$ cat src/raster_pkg.sv
package raster_pkg;

    // ------------------------------------------------------------------------
    // Widths and depth range
    // ------------------------------------------------------------------------
    localparam int coord_w = 16;
    localparam int scan_w  = 10;

    localparam int near_plane = 1;
    localparam int far_plane  = 1000;

    // 16 fractional bits on top of the far-to-near span
    localparam int depth_w = 16 + $clog2(far_plane - near_plane);

    localparam logic [depth_w-1:0] depth_max = '1;

    // ------------------------------------------------------------------------
    // Colour and fragment types
    // ------------------------------------------------------------------------
    typedef struct packed {
        logic [3:0] r;
        logic [3:0] g;
        logic [3:0] b;
    } color12_t;

    typedef struct packed {
        logic [4:0] r;
        logic [5:0] g;
        logic [4:0] b;
    } color16_t;

    typedef struct packed {
        logic               valid;
        logic [coord_w-1:0] x;
        logic [coord_w-1:0] y;
        logic [depth_w-1:0] depth;
        color16_t           color;
        logic               compare_depth;
    } fragment_t;

    // Depth test result towards the frame store
    typedef struct packed {
        logic               en;
        logic [coord_w-1:0] x;
        logic [coord_w-1:0] y;
        color16_t           color;
    } fb_write_t;

    typedef enum logic {
        SWEEP_IDLE,
        SWEEP_RUN
    } sweep_state_e;

    typedef enum logic [1:0] {
        OP_NONE,
        OP_FORCE,
        OP_PASS,
        OP_REJECT
    } depth_op_e;

    // Widen 4-bit fields by replicating their top bits
    function automatic color16_t expand_color(input color12_t c);
        color16_t w;
        w.r = {c.r, c.r[3]};
        w.g = {c.g, c.g[3:2]};
        w.b = {c.b, c.b[3]};
        return w;
    endfunction

    // Row-major pixel index
    function automatic int unsigned pixel_index(input logic [coord_w-1:0] x,
                                                input logic [coord_w-1:0] y,
                                                input int unsigned width);
        return y * width + x;
    endfunction

endpackage

$ cat src/clear_sweep.sv
`timescale 1ns/1ps

module clear_sweep import raster_pkg::*; #(
    parameter int WIDTH  = 320,
    parameter int HEIGHT = 240
) (
    input  logic      clk_render,
    input  logic      rst_render,
    input  logic      frame_start,
    input  color12_t  fill_color,
    input  fragment_t frag_in,
    output fragment_t frag_out,
    output logic      swap,
    output logic      busy
);

    localparam logic [coord_w-1:0] last_x = coord_w'(WIDTH - 1);
    localparam logic [coord_w-1:0] last_y = coord_w'(HEIGHT - 1);

    sweep_state_e       state;
    logic [coord_w-1:0] x_cnt;
    logic [coord_w-1:0] y_cnt;
    logic               last_pixel;
    fragment_t          clear_frag;

    assign busy = (state == SWEEP_RUN);

    // A frame start is only taken while no sweep is running
    assign swap = frame_start && !busy;

    assign last_pixel = (x_cnt == last_x) && (y_cnt == last_y);

    // Clear fragment always overwrites, compare off
    always_comb begin
        clear_frag.valid         = 1'b1;
        clear_frag.x             = x_cnt;
        clear_frag.y             = y_cnt;
        clear_frag.depth         = depth_max;
        clear_frag.color         = expand_color(fill_color);
        clear_frag.compare_depth = 1'b0;
    end

    // ------------------------------------------------------------------------
    // Sweep FSM, row-major over the frame
    // ------------------------------------------------------------------------
    always_ff @(posedge clk_render or posedge rst_render) begin
        if (rst_render) begin
            state <= SWEEP_IDLE;
            x_cnt <= '0;
            y_cnt <= '0;
        end else begin
            case (state)
                SWEEP_IDLE: begin
                    if (swap) begin
                        state <= SWEEP_RUN;
                        x_cnt <= '0;
                        y_cnt <= '0;
                    end
                end
                SWEEP_RUN: begin
                    if (last_pixel) begin
                        state <= SWEEP_IDLE;
                    end
                    if (x_cnt == last_x) begin
                        x_cnt <= '0;
                        y_cnt <= y_cnt + 1'b1;
                    end else begin
                        x_cnt <= x_cnt + 1'b1;
                    end
                end
                default: state <= SWEEP_IDLE;
            endcase
        end
    end

    // External fragments are dropped while the sweep owns the pipe
    always_ff @(posedge clk_render or posedge rst_render) begin
        if (rst_render) begin
            frag_out <= '0;
        end else if (busy) begin
            frag_out <= clear_frag;
        end else begin
            frag_out <= frag_in;
        end
    end

endmodule

$ cat config.mk
export PLATFORM = sky130hd
export DESIGN_NAME = clear_sweep
export DESIGN_NICKNAME = d
export VERILOG_FILES = /design/src/raster_pkg.sv /design/src/clear_sweep.sv
export SDC_FILE = /design/constraint.sdc
export NUM_CORES = 1
export LEC_CHECK = 0
export ABC_AREA = 1
export CAP_MARGIN = 20
export CORE_MARGIN = 1
export CORE_UTILIZATION = 45
export DETAILED_ROUTE_END_ITERATION = 7
export DONT_BUFFER_PORTS = 1
export PLACE_DENSITY = 0.7
export SLEW_MARGIN = 30
export SYNTH_ARGS = -nofsm -noshare
export SYNTH_HDL_FRONTEND = slang
export SYNTH_SLANG_ARGS = --single-unit
$ cat constraint.sdc
create_clock -name clk_render -period 7.45 [get_ports clk_render]
set_input_delay 0.3725 -clock clk_render [delete_from_list [all_inputs] [get_ports clk_render]]
set_output_delay 0.3725 -clock clk_render [all_outputs]
set_load 0.005 [all_outputs]
After elaboration in Yosys (flattened, before gate mapping)
Cells that the tools add are included.

storage, ports and cells
  flip-flop bits (word level) = 109
  input bits = 91
  logic and storage cells = 31

cells by class
  $add $sub $neg = 2
  equal/unequal tests = 4
  muxes and demuxes = 9
  bitwise gates (word level) = 1
  reduce and logical (&&, ||, !) cells = 4

operators with widths
  operator                                               number
  2-to-1 mux 76 bit                                      1
  one-hot mux 16 bit (2 select lines)                    2
  2-to-1 mux 16 bit                                      3
  adder 16 x 1 -> 16 bit, second input constant          2
  == test 16 x 8 -> 1 bit, second input constant         1
  == test 16 x 9 -> 1 bit, second input constant         1
  logical AND 1 bit                                      2
  2-to-1 mux 1 bit                                       2
  inequality test 2 x 1 -> 1 bit, second input constant  1
  inequality test 2 bit, second input constant           1
  one-hot mux 1 bit (2 select lines)                     1
  AND reduction 2 bit                                    1
  zero test 1 bit                                        1
  inverter 1 bit                                         1

Logic depth before layout (Yosys ltp)
  depth after elaboration = 4
  mapped depth = 10
  gate-level depth less buffers = 10

Least setup slack after synthesis
OpenSTA, ideal clock, no wires.

  kind = register to register
  start = register x_cnt[0]
  end = register y_cnt[5]
  data arrival time = 1,299 ps
  required time = 7,334 ps
  setup slack = 6,034 ps
  cell stages (with the launch flop) = 8
  path buffers = 1
  period minus slack after synthesis = 1,416 ps
  path through = dfrtp_1 -> ha_1 -> nand3_2 -> nor3_2 -> nand3_4 -> buf_6 -> nand3_2 -> nand2_1

on the way
  word-level cells in the longest chain between the ends = 3

ends and longest elaborated chain
  item                                             RTL line           source
  start: declaration                               clear_sweep.sv:21  logic [coord_w-1:0] x_cnt;
  start signal: assignment                         clear_sweep.sv:68  x_cnt <= x_cnt + 1'b1;
  == test 16 x 9 -> 1 bit                          clear_sweep.sv:64  if (x_cnt == last_x) begin
  inequality test 2 x 1 -> 1 bit (no source line)  n/a
  AND reduction 2 bit (no source line)             n/a
  end signal: assignment                           clear_sweep.sv:66  y_cnt <= y_cnt + 1'b1;
  end: declaration                                 clear_sweep.sv:22  logic [coord_w-1:0] y_cnt;

No other way between the ends.
A chain may end at the register's enable or synchronous reset.

Worst setup path after layout
  start = register state (netlist: busy)
  end = register y_cnt[1]

on the way
  word-level cells in the longest chain between the ends = 4

ends and longest elaborated chain
  item                                    RTL line           source
  start: declaration                      clear_sweep.sv:20  sweep_state_e state;
  start signal: assignment                clear_sweep.sv:48  state <= SWEEP_IDLE;
  start signal: assignment                clear_sweep.sv:55  state <= SWEEP_RUN;
  start signal: assignment                clear_sweep.sv:62  state <= SWEEP_IDLE;
  zero test 1 bit                         clear_sweep.sv:29  assign swap = frame_start && !busy;
  logical AND 1 bit                       clear_sweep.sv:29
  inequality test 2 bit (no source line)  n/a
  AND reduction 2 bit (no source line)    n/a

Several ways; a longest one is shown, not always the timed one.

==> flow_summary.json <==
{
  "cpPeakStageDelay_ns": 0.80,
  "fill_cells": 975,
  "synth_compound_area_share_pct": 4.86,
  "synth_cell_types": 28,
  "crit_family": "flip-flops",
  "die_area_um2": 11100,
  "critPathMaxFanout": 88,
  "area_growth_pct": 5.82,
  "p_seq_share_pct": 64.3,
  "ir_worst_vdd_uv": 80.8,
  "endpoint_kind": "flop",
  "endpoint": "y_cnt[1]$_DFFE_PP0P_",
  "numCtsBuffers": 9,
  "grt_pass1_wl_um": 17000,
  "finalInstanceArea_um2": 5100,
  "yosys.area_share.simple_pct": 30.6,
  "hold_viol": 0,
  "synthAdderAreaFrac_pct": 0.520,
  "r2r_slack_ns": 5.31,
  "drtPass1Iterations": 5,
  "final_common_cell": "nand2_1",
  "p_clk_share_pct": 34.0,
  "rr_endpoint": "y_cnt[1]$_DFFE_PP0P_",
  "drc": 0,
  "post_drt_wl_per_cell_um": 15.5,
  "crit_arrival_ns": 2.44,
  "yosysSeqAreaShare_pct": 56.6,
  "grt_pass1_vias": 3342,
  "critPathLaunch": "busy$_DFF_PP0_",
  "rr_worst_depth": 6,
  "p_int_uw": 720,
  "htreeDepth": 3,
  "clk_latency_ns": 0.36,
  "synthMuxAreaShare_pct": 0,
  "relSlewSlack_pct": 46.8,
  "yosys_warnings": 0,
  "fmax_ghz": 0.468,
  "synth_top_family_by_area": "simple AND/OR/NAND/NOR gates",
  "netlist_instances": 547,
  "worst_slew_pin_slew_ns": 0.797,
  "vias": 3519,
  "p_sw_share_pct": 22.6,
  "routed_wirelength_um": 10600,
  "p_per_area_nw_per_um2": 183,
  "core.rowCount": 37,
  "maxCapViolations": 0,
  "grt_max_degree": 89,
  "diodes": 0,
  "crit_type": "flop to flop",
  "fin_skew_ns": 0.00799,
  "initial_utilization_pct": 46.4,
  "cp.depth": 6,
  "mostFrequentLayoutCells": "188 x nand2_1, 108 x dfrtp_1, 41 x o21ai_0",
  "combPwrFrac_pct": 1.7,
  "grt_setup_unrepaired": "false",
  "grt_usage_pct": 19.6,
  "path_cells": "buf_4, inv_2, buf_4, nor2_4, nand2_1, nand2_1",
  "cts_tree": "yes",
  "gp_congestion": 0.885,
  "synth-xor-area-share_pct": 2.00,
  "ios": 169,
  "yosys_register_bits": 109,
  "ant_nets": 0,
  "hp-class": "primary input to flop",
  "reg2reg_from": "busy$_DFF_PP0_",
  "cts_resized": 0,
  "start_kind": "flop",
  "die_h_um": 105,
  "setup_violations": 0,
  "drive_gt1_share_pct": 13.5,
  "cts_root_buf": "clkbuf_8",
  "leakage_nw": 2.27,
  "cts_sinks": 109,
  "critPathSlowestCell": "dfrtp_2",
  "syn_avg_cell_area_um2": 8.80,
  "maxSlewViolCount": 0,
  "cp_num_buf_inv": 3,
  "dpl.hpwl_um": 7610,
  "finalSetupTns_ns": 0,
  "clkSlewWorstSetupHoldPaths_ns": 0.10,
  "period_share_pct": 28.7,
  "clock_path_buffers": 2,
  "antenna_found_initial": 0,
  "switchingPower_uw": 210,
  "vias_per_cell": 5.15,
  "port_buffers": 0,
  "fin_nets": 635,
  "synth_nets": 640,
  "placed_area_um2": 4920,
  "timing.final.crit_period_ns": 2.14,
  "core_area_um2": 10400,
  "die_x_um": 105,
  "dr.first_iter.drc_count": 205,
  "grt_overflow": 0,
  "status": "completed",
  "netlist_area_um2": 4820,
  "required_ns": 7.75
}
[worst reg2reg max path: cells and delay by family (launching register included)]
kind                   cells  cell delay [ns]
buffers and inverters      3             0.81
flip-flops                 1             0.80
AND/OR/NAND/NOR            3             0.48
[metrics by stage]
| step | hold slack (ns) | util, % | setup slack (ns) | instances | power [mW] |
|---|---|---|---|---|---|
| after global routing | 0.0854 | 49.1 | 5.12 | 683 | 0.966 |
| after global placement | 0.358 | 47.4 | 5.37 | 666 | 0.626 |
| after detailed placement | 0.372 | 47.4 | 5.32 | 666 | 0.627 |
| after CTS | 0.0869 | 49.1 | 5.29 | 683 | 0.945 |
| final | 0.106 | 49.1 | 5.31 | 683 | 0.930 |
| after floorplan | 0.471 | - | 4.20 | 547 | 0.621 |
[cell usage after synthesis]
cell type,n,area share [%]
o21ai_1,1,0.10
nand3_2,13,2.7
o22ai_1,3,0.39
nor3_4,1,0.34
ha_1,2,0.52
xor2_1,10,1.8
nand2_1,188,15
a21oi_1,1,0.10
clkbuf_2,1,0.10
nand3_4,1,0.36
nand4_1,9,1.2
dfrtp_1,109,57
or2_2,27,3.5
nor3b_1,2,0.31
nor3_2,1,0.21
xnor2_1,1,0.18
o21ai_0,41,4.3
nor2_1,29,2.3
buf_6,1,0.23
inv_2,3,0.23
inv_1,41,3.2
nor2_4,3,0.70
nor3_1,7,0.73
nand3_1,29,3.0
nor2_2,3,0.39
buf_2,8,0.83
nand2_2,2,0.26
clkbuf_1,10,0.78
[worst min-delay path by stage]
stage                     startpoint  slack (ns)                endpoint  cells past startpoint
2_1_floorplan  x_cnt[15]$_DFFE_PP0P_        0.47   x_cnt[15]$_DFFE_PP0P_                      2
3_3_place_gp              rst_render        0.36   frag_out[2]$_DFF_PP0_                      1
3_5_place_dp              rst_render        0.37  frag_out[10]$_DFF_PP0_                      1
4_1_cts                  frag_in[17]        0.09  frag_out[17]$_DFF_PP0_                      1
5_1_grt                  frag_in[29]        0.09  frag_out[29]$_DFF_PP0_                      1
6_report                  frag_in[0]        0.11   frag_out[0]$_DFF_PP0_                      2
[flip-flops by register name, indices dropped and copies added (netlist names)]
name	cells
frag_out	76
x_cnt	16
y_cnt	16
busy	1
[power groups by stage]
stage          logic (mW)  registers (mW)  clock network, mW
5_1_grt            0.0194           0.598              0.348
3_3_place_gp       0.0160           0.610                  0
2_1_floorplan      0.0121           0.609                  0
6_report           0.0162           0.598              0.316
3_5_place_dp       0.0167           0.610                  0
4_1_cts            0.0172           0.598              0.329
[kinds of logic after synthesis]
| logic type | count (synthesis) |
|---|---|
| compound gates | 46 |
| xor+xnor | 11 |
| fa+ha+maj | 2 |
| buf+inv | 64 |
| flops | 109 |
| simple gates | 315 |
[repair_timing]
action,in CTS,in global routing
hold buffers,1,0
endpoints found under the setup margin,0,0
endpoints found under the hold margin,48,0
setup buffers,0,0
[area by class of cell]
cell class                 instances  area [um^2]  area share [%]
tap                              136          170            3.34
multi-input combinational        374         1830            35.9
sequential                       109         2730            53.5
timing repair buffer               4         32.5           0.638
inverter                          44          168            3.29
clock buffer                      10          128            2.50
clock inverter                     6         40.0           0.786
[per-layer routing]
layer	track usage [%]	up-vias	wire [um]
met2	33.0	162	5210
met3	6.12	10	874
met5	0	-	0
met1	23.9	1641	4380
met4	6.34	0	124
li1	-	1706	-
Power figures use the tool's default switching activity.
