===== src/raster_pkg.sv =====
package raster_pkg;

    // ------------------------------------------------------------------------
    // Widths and depth range
    // ------------------------------------------------------------------------
    localparam int coord_w = 16;
    localparam int scan_w  = 10;

    localparam int near_plane = 1;
    localparam int far_plane  = 1000;

    // 16 fractional bits on top of the far-to-near span
    localparam int depth_w = 16 + $clog2(far_plane - near_plane);

    localparam logic [depth_w-1:0] depth_max = '1;

    // ------------------------------------------------------------------------
    // Colour and fragment types
    // ------------------------------------------------------------------------
    typedef struct packed {
        logic [3:0] r;
        logic [3:0] g;
        logic [3:0] b;
    } color12_t;

    typedef struct packed {
        logic [4:0] r;
        logic [5:0] g;
        logic [4:0] b;
    } color16_t;

    typedef struct packed {
        logic               valid;
        logic [coord_w-1:0] x;
        logic [coord_w-1:0] y;
        logic [depth_w-1:0] depth;
        color16_t           color;
        logic               compare_depth;
    } fragment_t;

    // Depth test result towards the frame store
    typedef struct packed {
        logic               en;
        logic [coord_w-1:0] x;
        logic [coord_w-1:0] y;
        color16_t           color;
    } fb_write_t;

    typedef enum logic {
        SWEEP_IDLE,
        SWEEP_RUN
    } sweep_state_e;

    typedef enum logic [1:0] {
        OP_NONE,
        OP_FORCE,
        OP_PASS,
        OP_REJECT
    } depth_op_e;

    // Widen 4-bit fields by replicating their top bits
    function automatic color16_t expand_color(input color12_t c);
        color16_t w;
        w.r = {c.r, c.r[3]};
        w.g = {c.g, c.g[3:2]};
        w.b = {c.b, c.b[3]};
        return w;
    endfunction

    // Row-major pixel index
    function automatic int unsigned pixel_index(input logic [coord_w-1:0] x,
                                                input logic [coord_w-1:0] y,
                                                input int unsigned width);
        return y * width + x;
    endfunction

endpackage


===== src/scan_out.sv =====
`timescale 1ns/1ps

module scan_out import raster_pkg::*; (
    input  logic               clk_render,
    input  logic               rst_render,
    input  logic [scan_w-1:0]  scan_x,
    input  logic [scan_w-1:0]  scan_y,
    input  logic               scan_de,
    input  color16_t           rd_color,
    output logic [coord_w-1:0] rd_x,
    output logic [coord_w-1:0] rd_y,
    output color16_t           video
);

    logic [scan_w-1:0] sum_x;
    logic              de_d;

    // Half resolution, x rounded up by one to line up with the read latency
    assign sum_x = scan_x + scan_w'(1);
    assign rd_x  = coord_w'(sum_x[scan_w-1:1]);
    assign rd_y  = coord_w'(scan_y[scan_w-1:1]);

    // de delayed to match the frame store read
    always_ff @(posedge clk_render or posedge rst_render) begin
        if (rst_render) begin
            de_d <= 1'b0;
        end else begin
            de_d <= scan_de;
        end
    end

    // Blank outside active video
    always_ff @(posedge clk_render or posedge rst_render) begin
        if (rst_render) begin
            video <= '0;
        end else if (de_d) begin
            video <= rd_color;
        end else begin
            video <= '0;
        end
    end

endmodule


===== config.mk =====
export PLATFORM = sky130hd
export DESIGN_NAME = scan_out
export DESIGN_NICKNAME = d
export VERILOG_FILES = /design/src/raster_pkg.sv /design/src/scan_out.sv
export SDC_FILE = /design/constraint.sdc
export NUM_CORES = 1
export LEC_CHECK = 0
export BUFFER_PORTS_ARGS = -buffer_cell sky130_fd_sc_hd__buf_2
export CORE_UTILIZATION = 31
export DETAILED_ROUTE_END_ITERATION = 10
export GPL_ROUTABILITY_DRIVEN = 0
export MAX_ROUTING_LAYER = met4
export PLACE_DENSITY = 0.81
export SLEW_MARGIN = 20
export SYNTH_ARGS = -nofsm -noshare
export SYNTH_HDL_FRONTEND = slang
export SYNTH_SLANG_ARGS = --single-unit

===== constraint.sdc =====
create_clock -name clk_render -period 0.95 [get_ports clk_render]
set_clock_uncertainty 0.1 [all_clocks]
set_input_delay 0 -clock clk_render [delete_from_list [all_inputs] [get_ports clk_render]]
set_output_delay 0 -clock clk_render [all_outputs]
set_load 0.01 [all_outputs]

; After elaboration in Yosys (flattened, before gate mapping)
; Index checks and enable logic that the tools add are counted.
[op_classes]
muxes = 1
n_div = 0
n_addsub = 1
n_lt_le_gt_ge = 0
n_eq_ne = 0
mul = 0
n_bitwise = 0
reduce_logical = 0
shift = 0
[op_table]
columns = cell, n
row1 = $mux W16, 1
row2 = $add A10 B1 Y10 const B, 1
[word_totals]
ram_bits = 0
output_inout_bits = 48
word_cells = 6
mem_bits_ro = 0
regBits = 17
mem_count = 0
latchBits = 0

; Logic depth before layout (Yosys ltp)
; Gate-level depths: netlist (run 1).
[logic_depth]
word_depth = 1
mapped_depth = 4
depth_no_buf = 4

; Worst setup path after synthesis (run 1)
; OpenSTA, ideal clock, no wires.
[synth_path]
path_type = register -> register
start = reg de_d
end = reg video[10] in the netlist's numbering
path_stages_with_launch = 3
path_buffers = 1
required_time_ns = 0.731
arrival_time_ns = 0.676
path_slack_ns = 0.055
synth_period_minus_slack_ns = 0.895
cell_sequence = dfrtp_1 -> clkbuf_1 -> and2_1
[synth_via]
elab_chain_cells = 1
[synth_rtl]
columns = item, line_no
row1 = "start, declared", scan_out.sv:16  ; logic de_d;
row2 = "start signal, assigned", scan_out.sv:28  ; de_d <= scan_de;
row3 = $mux W16, scan_out.sv:36  ; end else if (de_d) begin
row4 = "end signal, assigned", scan_out.sv:37  ; video <= rd_color;
row5 = "end, declared", scan_out.sv:12  ; output color16_t video
; Every way passes these cells.

; Worst setup path in the final report (run 1)
[layout_path]
start = reg video[3] in the netlist's numbering
end = out video[3] in the netlist's numbering
; No word-level cell between the ends.

==> impl_metrics.toml, run 1 <==
[placed_design]
place_area_um2 = 1060
hpwl_um = 1420
place.port_buffers = 53
pre_cts_ws_ns = -0.0111
dp_cells = 156

[grt]
gr-total-overflow = 0
grt_use_met1_pct = 12.4
grt_use_met3_pct = 1.37
use_met2_pct = 33.1
antenna_found_initial = 0
grt_max_degree = 17
grt_pass1_vias = 758
busiest_layer = "met2"
grt_use_total_pct = 15.8
grt_pass1_wl_um = 3150

[clock_tree]
htree_levels = 1
clkSinkCount = 17
cts_buffers = 3
cts_tree = "yes"
worst_skew_pair.late_latency_ns = 0.28
clk_pin_slew_ns = 0.09
clk_path_buf_depth = 2
root_buffer = "clkbuf_4"

[synth]
ys_warn_count = 0
netlist_area_um2 = 870
synth_seq_area_share_pct = 48.9
synth_seq_cells = 17
synthDistinctLibCells = 17
synth_cells = 82
synthTopCellsByArea = "dfrtp_1 (49%), buf_4 (20%), and2_1 (12%)"
synth.top_cell.area_share_pct = 48.9
synth_area_leader_cell = "dfrtp_1"
synth.avg_cell_area_um2 = 10.6

[drt]
wl_per_cell_um = 12.3
via_count = 786
drt_drc_violations_left = 0
antenna_left = 0
drt-pass1-iter-count = 4
vias_per_cell = 4.18
drtIter0Drc = 2
routed_wl_um = 2300

[sta]
tns_ns = 0
clock.fmax_ghz = 1.10
min_period_ns = 0.905
slew_viol_final = 0
whs_ns = 0.0498
setup_viol = 0
rsz0062_at_grt = "yes"
hold_viol = 0
fin_crit_sh_pct = 95.3
setup_slack_ns = 0.0449

[cells_and_area]
final_area_um2 = 1430
nFillCells = 222
layout-area-overhead-vs-synth_pct = 64.3
fin_nets = 199
drive_gt1_share_pct = 41.1
final_common_cell = "buf_2"
diodes = 0
instances_no_fill = 188
final_cell_mix = "buf_2 (47), dlygate4sd3_1 (27), and2_1 (16), dfrtp_1 (16), conb_1 (14)"
final_util_pct = 55.7

[power]
p_int_mw = 1.14
p_sw_mw = 0.408
p_sw_share_pct = 26.4
p_comb_share_pct = 26.4
p_per_area_nw_per_um2 = 1080
p_total_mw = 1.55
power.share.sequential_pct = 50.2
pwr-share-clk_pct = 23.5
p_leak_nw = 0.754
ir_drop_mv = 0.904

[critical_path]
arrival_ns = 0.81
start_kind = "flop"
path_buf_inv = 1
cp_cell_sequence = "buf_6"
slowest_stage = "dfrtp_1"
end_kind = "primary output"
max_stage_delay_ns = 0.40
cp_max_fo = 1
crit_family = "flip-flops"
critPathKind = "reg2out"
required_ns = 0.85

[floorplanning]
placementRows = 18
ioPinCount = 87
core-area_um2 = 2570
dieArea_um2 = 3020
die_x_um = 55.0
initial_utilization_pct = 33.9
dieHeight_um = 55.0

[flow_run]
cap_viol_max_count = 0

[min_path]
min_path_type = "in2async"

[status]
status = "finished, final reports clean"
[layout make-up]
type	instances	area (um^2)	share of cell area, %
clock buffers	4	26.3	1.84
well taps	30	37.5	2.63
repair buffers	83	588	41.2
flip-flops and latches	17	427	29.9
inverters	3	11.3	0.788
multi-input cells	51	339	23.7
[sequential cells by signal, summed over array words and instances (netlist names)]
signal	cells
de_d	1
video	16
[layer usage]
metal  vias to the layer above  part of all wire, %
met5                         -                    0
met4                         0                  1.7
met3                         4                  8.0
met2                        64                   58
met1                       352                   33
li1                        366                    -
[path summary, 6_finish.rpt]
path / from / to / slack [ns] / cells after the start
min in group clk_render: scan_x[9] / rd_x[8] / 0.16 / 3
worst min-delay path: rst_render / video[6]$_DFF_PP0_ / 0.05 / 3
worst max-delay path: video[3]$_DFF_PP0_ / video[3] / 0.04 / 1
worst max register to register: de_d$_DFF_PP0_ / video[3]$_DFF_PP0_ / 0.07 / 1
worst min register to register: de_d$_DFF_PP0_ / video[6]$_DFF_PP0_ / 0.54 / 1
max in group asynchronous: rst_render / de_d$_DFF_PP0_ / 0.28 / 4
[timing repair]
| item | CTS | global route |
|---|---|---|
| setup endpoints to repair | 2 | 8 |
| hold buffers | 27 | 0 |
| resized for setup | 2 | 15 |
| hold endpoints to repair | 43 | 0 |
| buffers inserted | 0 | 1 |
| pin swaps | 2 | 7 |
[cells in the mapped netlist, drive strengths merged]
cell type  instances
and2              16
buf               23
clkbuf             1
conb               1
dfrtp             17
ha                 1
inv                3
nand2              2
nand3              4
nand4              1
nor2               3
nor3               1
nor4               1
xnor2              4
xor2               4
[power by group through the flow]
stage / combinational, mW / sequential [mW] / clock (mW)
2_1_floorplan: 0.197 / 0.804 / 0
3_3_place_gp: 0.268 / 0.786 / 0
3_5_place_dp: 0.275 / 0.789 / 0
4_1_cts: 0.381 / 0.774 / 0.383
5_1_grt: 0.451 / 0.782 / 0.400
6_report: 0.408 / 0.776 / 0.363
[logic make-up after synthesis]
kind of cell	after synthesis	share of synthesized area [%]
xor gates and xnor gates	8	8.06
adders and majority gates	1	1.44
buffers and inverters	27	21.6
DFF	17	48.9
other	1	0.431
and+or+nand+nor	28	19.6
(Power assumes the default switching activity.)
==> run 2: changes to the inputs <==
--- a/config.mk
+++ b/config.mk
@@ -6,6 +6,7 @@
 export NUM_CORES = 1
 export LEC_CHECK = 0
 export BUFFER_PORTS_ARGS = -buffer_cell sky130_fd_sc_hd__buf_2
+export CORE_ASPECT_RATIO = 1.75
 export CORE_UTILIZATION = 31
 export DETAILED_ROUTE_END_ITERATION = 10
 export GPL_ROUTABILITY_DRIVEN = 0
==> run 2 against run 1 <==
Routed wire length down 14%. Register-to-register slack better by 0.02 ns. Flip-flop and latch count unchanged. Via count unchanged. Power up 9.2%.
==> impl_metrics.toml, run 2 (synthesized netlist as in run 1, its figures left out) <==
[grt]
grt_use_total_pct = 13.6
grt_pass1_vias = 749
grt_max_degree = 18
grt_pass1_wl_um = 3060
gr-total-overflow = 0
antenna_found_initial = 0

[drt]
drt_drc_violations_left = 0
routed_wl_um = 1990
drt-pass1-iter-count = 2
antenna_left = 0
via_count = 786
vias_per_cell = 4.25
drtIter0Drc = 1
wl_per_cell_um = 10.8

[critical_path]
worst-r2r-setup-slack_ns = 0.09
arrival_ns = 0.77
slowest_stage = "nor2_1"
r2r-end = "video[15]$_DFF_PP0_"
max_stage_delay_ns = 0.14
start_kind = "primary input"
r2r-start = "de_d$_DFF_PP0_"
r2r_cells = 1
end_kind = "primary output"
setup.worst_path.end = "rd_x[5]"
cp_cell_sequence = "buf_4, ha_4, nand4_1, nor2_1, xor2_1, buf_2"
required_ns = 0.85
worstSetupStartpoint = "scan_x[1]"
cp_max_fo = 3
critPathKind = "in2out"

[sta]
setup_viol = 0
slew_viol_final = 0
fin_crit_sh_pct = 91.8
min_period_ns = 0.872
clock.fmax_ghz = 1.15
whs_ns = 0.166
rsz0062_at_grt = "yes"
hold_viol = 0
tns_ns = 0

[cells_and_area]
layout-area-overhead-vs-synth_pct = 64.3
drive_gt1_share_pct = 41.8
final_cell_mix = "buf_2 (51), dlygate4sd3_1 (27), and2_1 (16), dfrtp_1 (16), conb_1 (14)"
largest_reg_flops = 16
top_register = "video"
reg.largest.list = "video (16), de_d (1)"
diodes = 0
fin_nets = 199
final_common_cell = "buf_2"

[min_path]
whs_path_depth = 3
min_path_type = "in2out"

[status]
status = "finished, final reports clean"

[placed_design]
hpwl_um = 1260
place.port_buffers = 53

[floorplanning]
ioPinCount = 87
dieHeight_um = 72.1
core-area_um2 = 2690
dieArea_um2 = 3030
placementRows = 25
initial_utilization_pct = 32.3
die_x_um = 42.0

[power]
p_comb_share_pct = 23.5
p_sw_mw = 0.430
p_sw_share_pct = 25.5
power.share.sequential_pct = 45.9
p_per_area_nw_per_um2 = 1180
ir_drop_mv = 0.465
p_leak_nw = 0.763
pwr-share-clk_pct = 30.6
p_int_mw = 1.26

[clock_tree]
clkSinkCount = 17
clk_path_buf_depth = 2
htree_levels = 1
cts_tree = "yes"
cts_buffers = 3
worst_skew_pair.late_latency_ns = 0.25
root_buffer = "clkbuf_8"

[flow_run]
cap_viol_max_count = 0
run 2: power groups by stage:
stage	sequential (mW)	clock, mW	combinational [mW]
3_3_place_gp	0.787	0	0.273
2_1_floorplan	0.804	0	0.197
3_5_place_dp	0.787	0	0.276
5_1_grt	0.778	0.561	0.433
4_1_cts	0.773	0.523	0.378
6_report	0.775	0.517	0.396
run 2: metrics by stage:
stage	power (mW)	cell area (um^2)	std cells	worst slack [ns]	utilization, %
6_report	1.69	1430	185	0.0780	53.1
5_1_grt	1.77	1430	185	-0.00606	53.1
4_1_cts	1.67	1380	185	0.000633	51.4
3_5_place_dp	1.06	1060	154	0.000373	39.5
3_3_place_gp	1.06	1060	154	0.0216	39.5
2_1_floorplan	1.00	918	95	0.0550	-
run 2: metal layers:
layer  wire length, um  global-route usage (%)  part of all wire (%)  up-vias
li1                  -                       -                     -      367
met1               653                    12.5                    33      344
met2              1110                    26.2                    56       72
met3               197                    2.99                   9.9        3
met4                23                    5.21                   1.2        0
met5                 0                       -                     0        -
run 2: what timing repair did:
item	in CTS	in global routing
endpoints found under the setup margin	1	18
hold endpoints to repair	43	0
pin swaps	2	3
gates resized for setup	1	9
hold buffers	27	0
buffers inserted	0	0
run 2: cell type report:
cell class                 instances  area [um^2]
timing repair buffer              83          567
tap                               27         33.8
clock inverter                     1         5.00
multi-input combinational         51          344
sequential                        17          427
inverter                           3         11.3
clock buffer                       3         41.3
fill                             223         1260
run 2: worst min path at each step:
stage               slack, ns  startpoint              to
finish                   0.17   scan_x[9]         rd_x[8]
global route             0.18   scan_x[9]         rd_x[8]
CTS                      0.17   scan_x[9]         rd_x[8]
detailed placement       -0.1   scan_y[4]         rd_y[3]
global placement         -0.1   scan_y[4]         rd_y[3]
floorplan               -0.17  rst_render  de_d$_DFF_PP0_
run 2: worst max-delay path, delay by kind of cell:
family / cells / cell delay (ns)
XOR/XNOR: 1 / 0.14
adder cells (fa/ha/maj): 1 / 0.13
buffers and inverters: 2 / 0.26
AND/OR/NAND/NOR: 2 / 0.24
==> run 3: changes to the inputs <==
--- a/config.mk
+++ b/config.mk
@@ -7,11 +7,11 @@
 export LEC_CHECK = 0
 export BUFFER_PORTS_ARGS = -buffer_cell sky130_fd_sc_hd__buf_2
 export CORE_ASPECT_RATIO = 1.75
-export CORE_UTILIZATION = 31
+export CORE_UTILIZATION = 38
 export DETAILED_ROUTE_END_ITERATION = 10
 export GPL_ROUTABILITY_DRIVEN = 0
 export MAX_ROUTING_LAYER = met4
-export PLACE_DENSITY = 0.81
+export PLACE_DENSITY = 0.92
 export SLEW_MARGIN = 20
 export SYNTH_ARGS = -nofsm -noshare
 export SYNTH_HDL_FRONTEND = slang
==> constraint.sdc (replaced) <==
create_clock -name clk_render -period 1.1 [get_ports clk_render]
set_clock_uncertainty 0.1 [all_clocks]
set_input_delay 0 -clock clk_render [delete_from_list [all_inputs] [get_ports clk_render]]
set_output_delay 0 -clock clk_render [all_outputs]
set_load 0.01 [all_outputs]
==> run 3 against run 2 <==
Non-clock buffer count down 2. Final cell count down 2.7%. Combinational power down 17%. Critical path depth unchanged. First-iteration DRC count rose to 7.0 times the previous value. Largest power group unchanged.
==> impl_metrics.toml, run 3 (synthesized netlist as in run 1, its figures left out) <==
[placed_design]
place.port_buffers = 53
hpwl_um = 1340
dp_cells = 149
place_area_um2 = 1040

[clock_tree]
clkSinkCount = 17
root_buffer = "clkbuf_4"
cts_tree = "yes"
htree_levels = 1
cts_buffers = 3
clk_path_buf_depth = 2
worst_skew_pair.late_latency_ns = 0.27
cts_setup_buffers = 0

[grt]
antenna_found_initial = 0
gr-total-overflow = 0
grt_max_degree = 18
use_met2_pct = 29.9
grt_use_met1_pct = 13.5
grt_use_met3_pct = 2.03
grt_use_total_pct = 16.1
busiest_layer = "met2"
grt_pass1_wl_um = 2720
grt_pass1_vias = 718

[cells_and_area]
drive_gt1_share_pct = 39.1
instances_no_fill = 180
final_area_um2 = 1350
final_cell_mix = "buf_2 (53), dlygate4sd3_1 (27), dfrtp_1 (17), and2_1 (16), conb_1 (14)"
register_area_um2 = 425
largest_reg_flops = 16
nFillCells = 189
final_common_cell = "buf_2"
multi_input_area_um2 = 318
top_register = "video"
reg.largest.list = "video (16), de_d (1)"
fin_nets = 197
layout-area-overhead-vs-synth_pct = 55.7
diodes = 0

[sta]
tns_ns = 0
clock.fmax_ghz = 0.995
rsz0062_at_grt = "no"
hold_viol = 0
slew_viol_final = 0
whs_ns = 0.182
min_period_ns = 1.01
setup_viol = 0
fin_crit_sh_pct = 91.4

[critical_path]
arrival_ns = 0.91
start_kind = "primary input"
cp_max_fo = 3
end_kind = "primary output"
required_ns = 1.00
critPathKind = "in2out"

[drt]
drt_drc_violations_left = 0
drtIter0Drc = 7
via_count = 758
wl_per_cell_um = 10.2
vias_per_cell = 4.21
drt-pass1-iter-count = 2
routed_wl_um = 1840
antenna_left = 0

[flow_run]
cap_viol_max_count = 0

[floorplanning]
dieHeight_um = 65.3
placementRows = 22
initial_utilization_pct = 41.0
dieArea_um2 = 2490
ioPinCount = 87
core-area_um2 = 2120
die_x_um = 38.2

[min_path]
min_path_type = "in2out"

[status]
status = "finished, final reports clean"

[power]
ir_drop_mv = 0.425
p_total_mw = 1.29
p_leak_nw = 0.728
p_per_area_nw_per_um2 = 955
==> run 3: changes by cell type in the layout (fill, tap and decap cells not counted), sizes merged <==
cell	delta
clkinv	-1
clkbuf	+1
buf	-2
==> run 3: timing repair <==
item,in CTS,in global routing
hold buffers,27,0
hold endpoints to repair,43,0
setup endpoints to repair,0,2
resized for setup,0,2
==> run 3: worst max-delay path, stage by stage <==
cell and delay, ns:
buf_2 0.13, ha_4 0.16, nand4_1 0.13, nor2_1 0.16, xor2_1 0.17, buf_2 0.16
==> run 3: stage by stage <==
stage / setup slack (ns) / util (%)
floorplan: 0.205 / -
global placement: 0.144 / 49.3
detailed placement: 0.0925 / 49.3
CTS: 0.0788 / 63.3
global route: 0.0213 / 63.9
finish: 0.0950 / 63.9
==> run 3: power by group <==
group          internal (mW)  switching (mW)
combinational          0.170           0.156
clock                  0.141           0.159
sequential             0.655          0.0112
total                  0.966           0.326
==> run 3: final cells by class <==
| class | count | area share (%) |
|---|---|---|
| clock buffers | 4 | 1.94 |
| inverters | 3 | 0.832 |
| multi-input cells | 51 | 23.5 |
| flip-flops and latches | 17 | 31.4 |
| well taps | 24 | 2.22 |
| repair buffers | 81 | 40.1 |
==> run 3: final timing paths <==
kind	slack [ns]	depth (start not counted)	endpoint	from
setup / recovery	0.09	6	rd_x[5]	scan_x[0]
hold / removal	0.18	3	rd_x[8]	scan_x[9]
setup reg to reg	0.21	1	video[12]$_DFF_PP0_	de_d$_DFF_PP0_
hold reg to reg	0.61	1	video[2]$_DFF_PP0_	de_d$_DFF_PP0_
max in group asynchronous	0.54	4	video[11]$_DFF_PP0_	rst_render
min in group asynchronous	0.19	4	video[8]$_DFF_PP0_	rst_render
==> run 3: metal layers <==
| metal | up-vias | wire length [um] |
|---|---|---|
| li1 | 363 | - |
| met1 | 333 | 615 |
| met2 | 58 | 1010 |
| met3 | 4 | 171 |
| met4 | 0 | 43 |
| met5 | - | 0 |
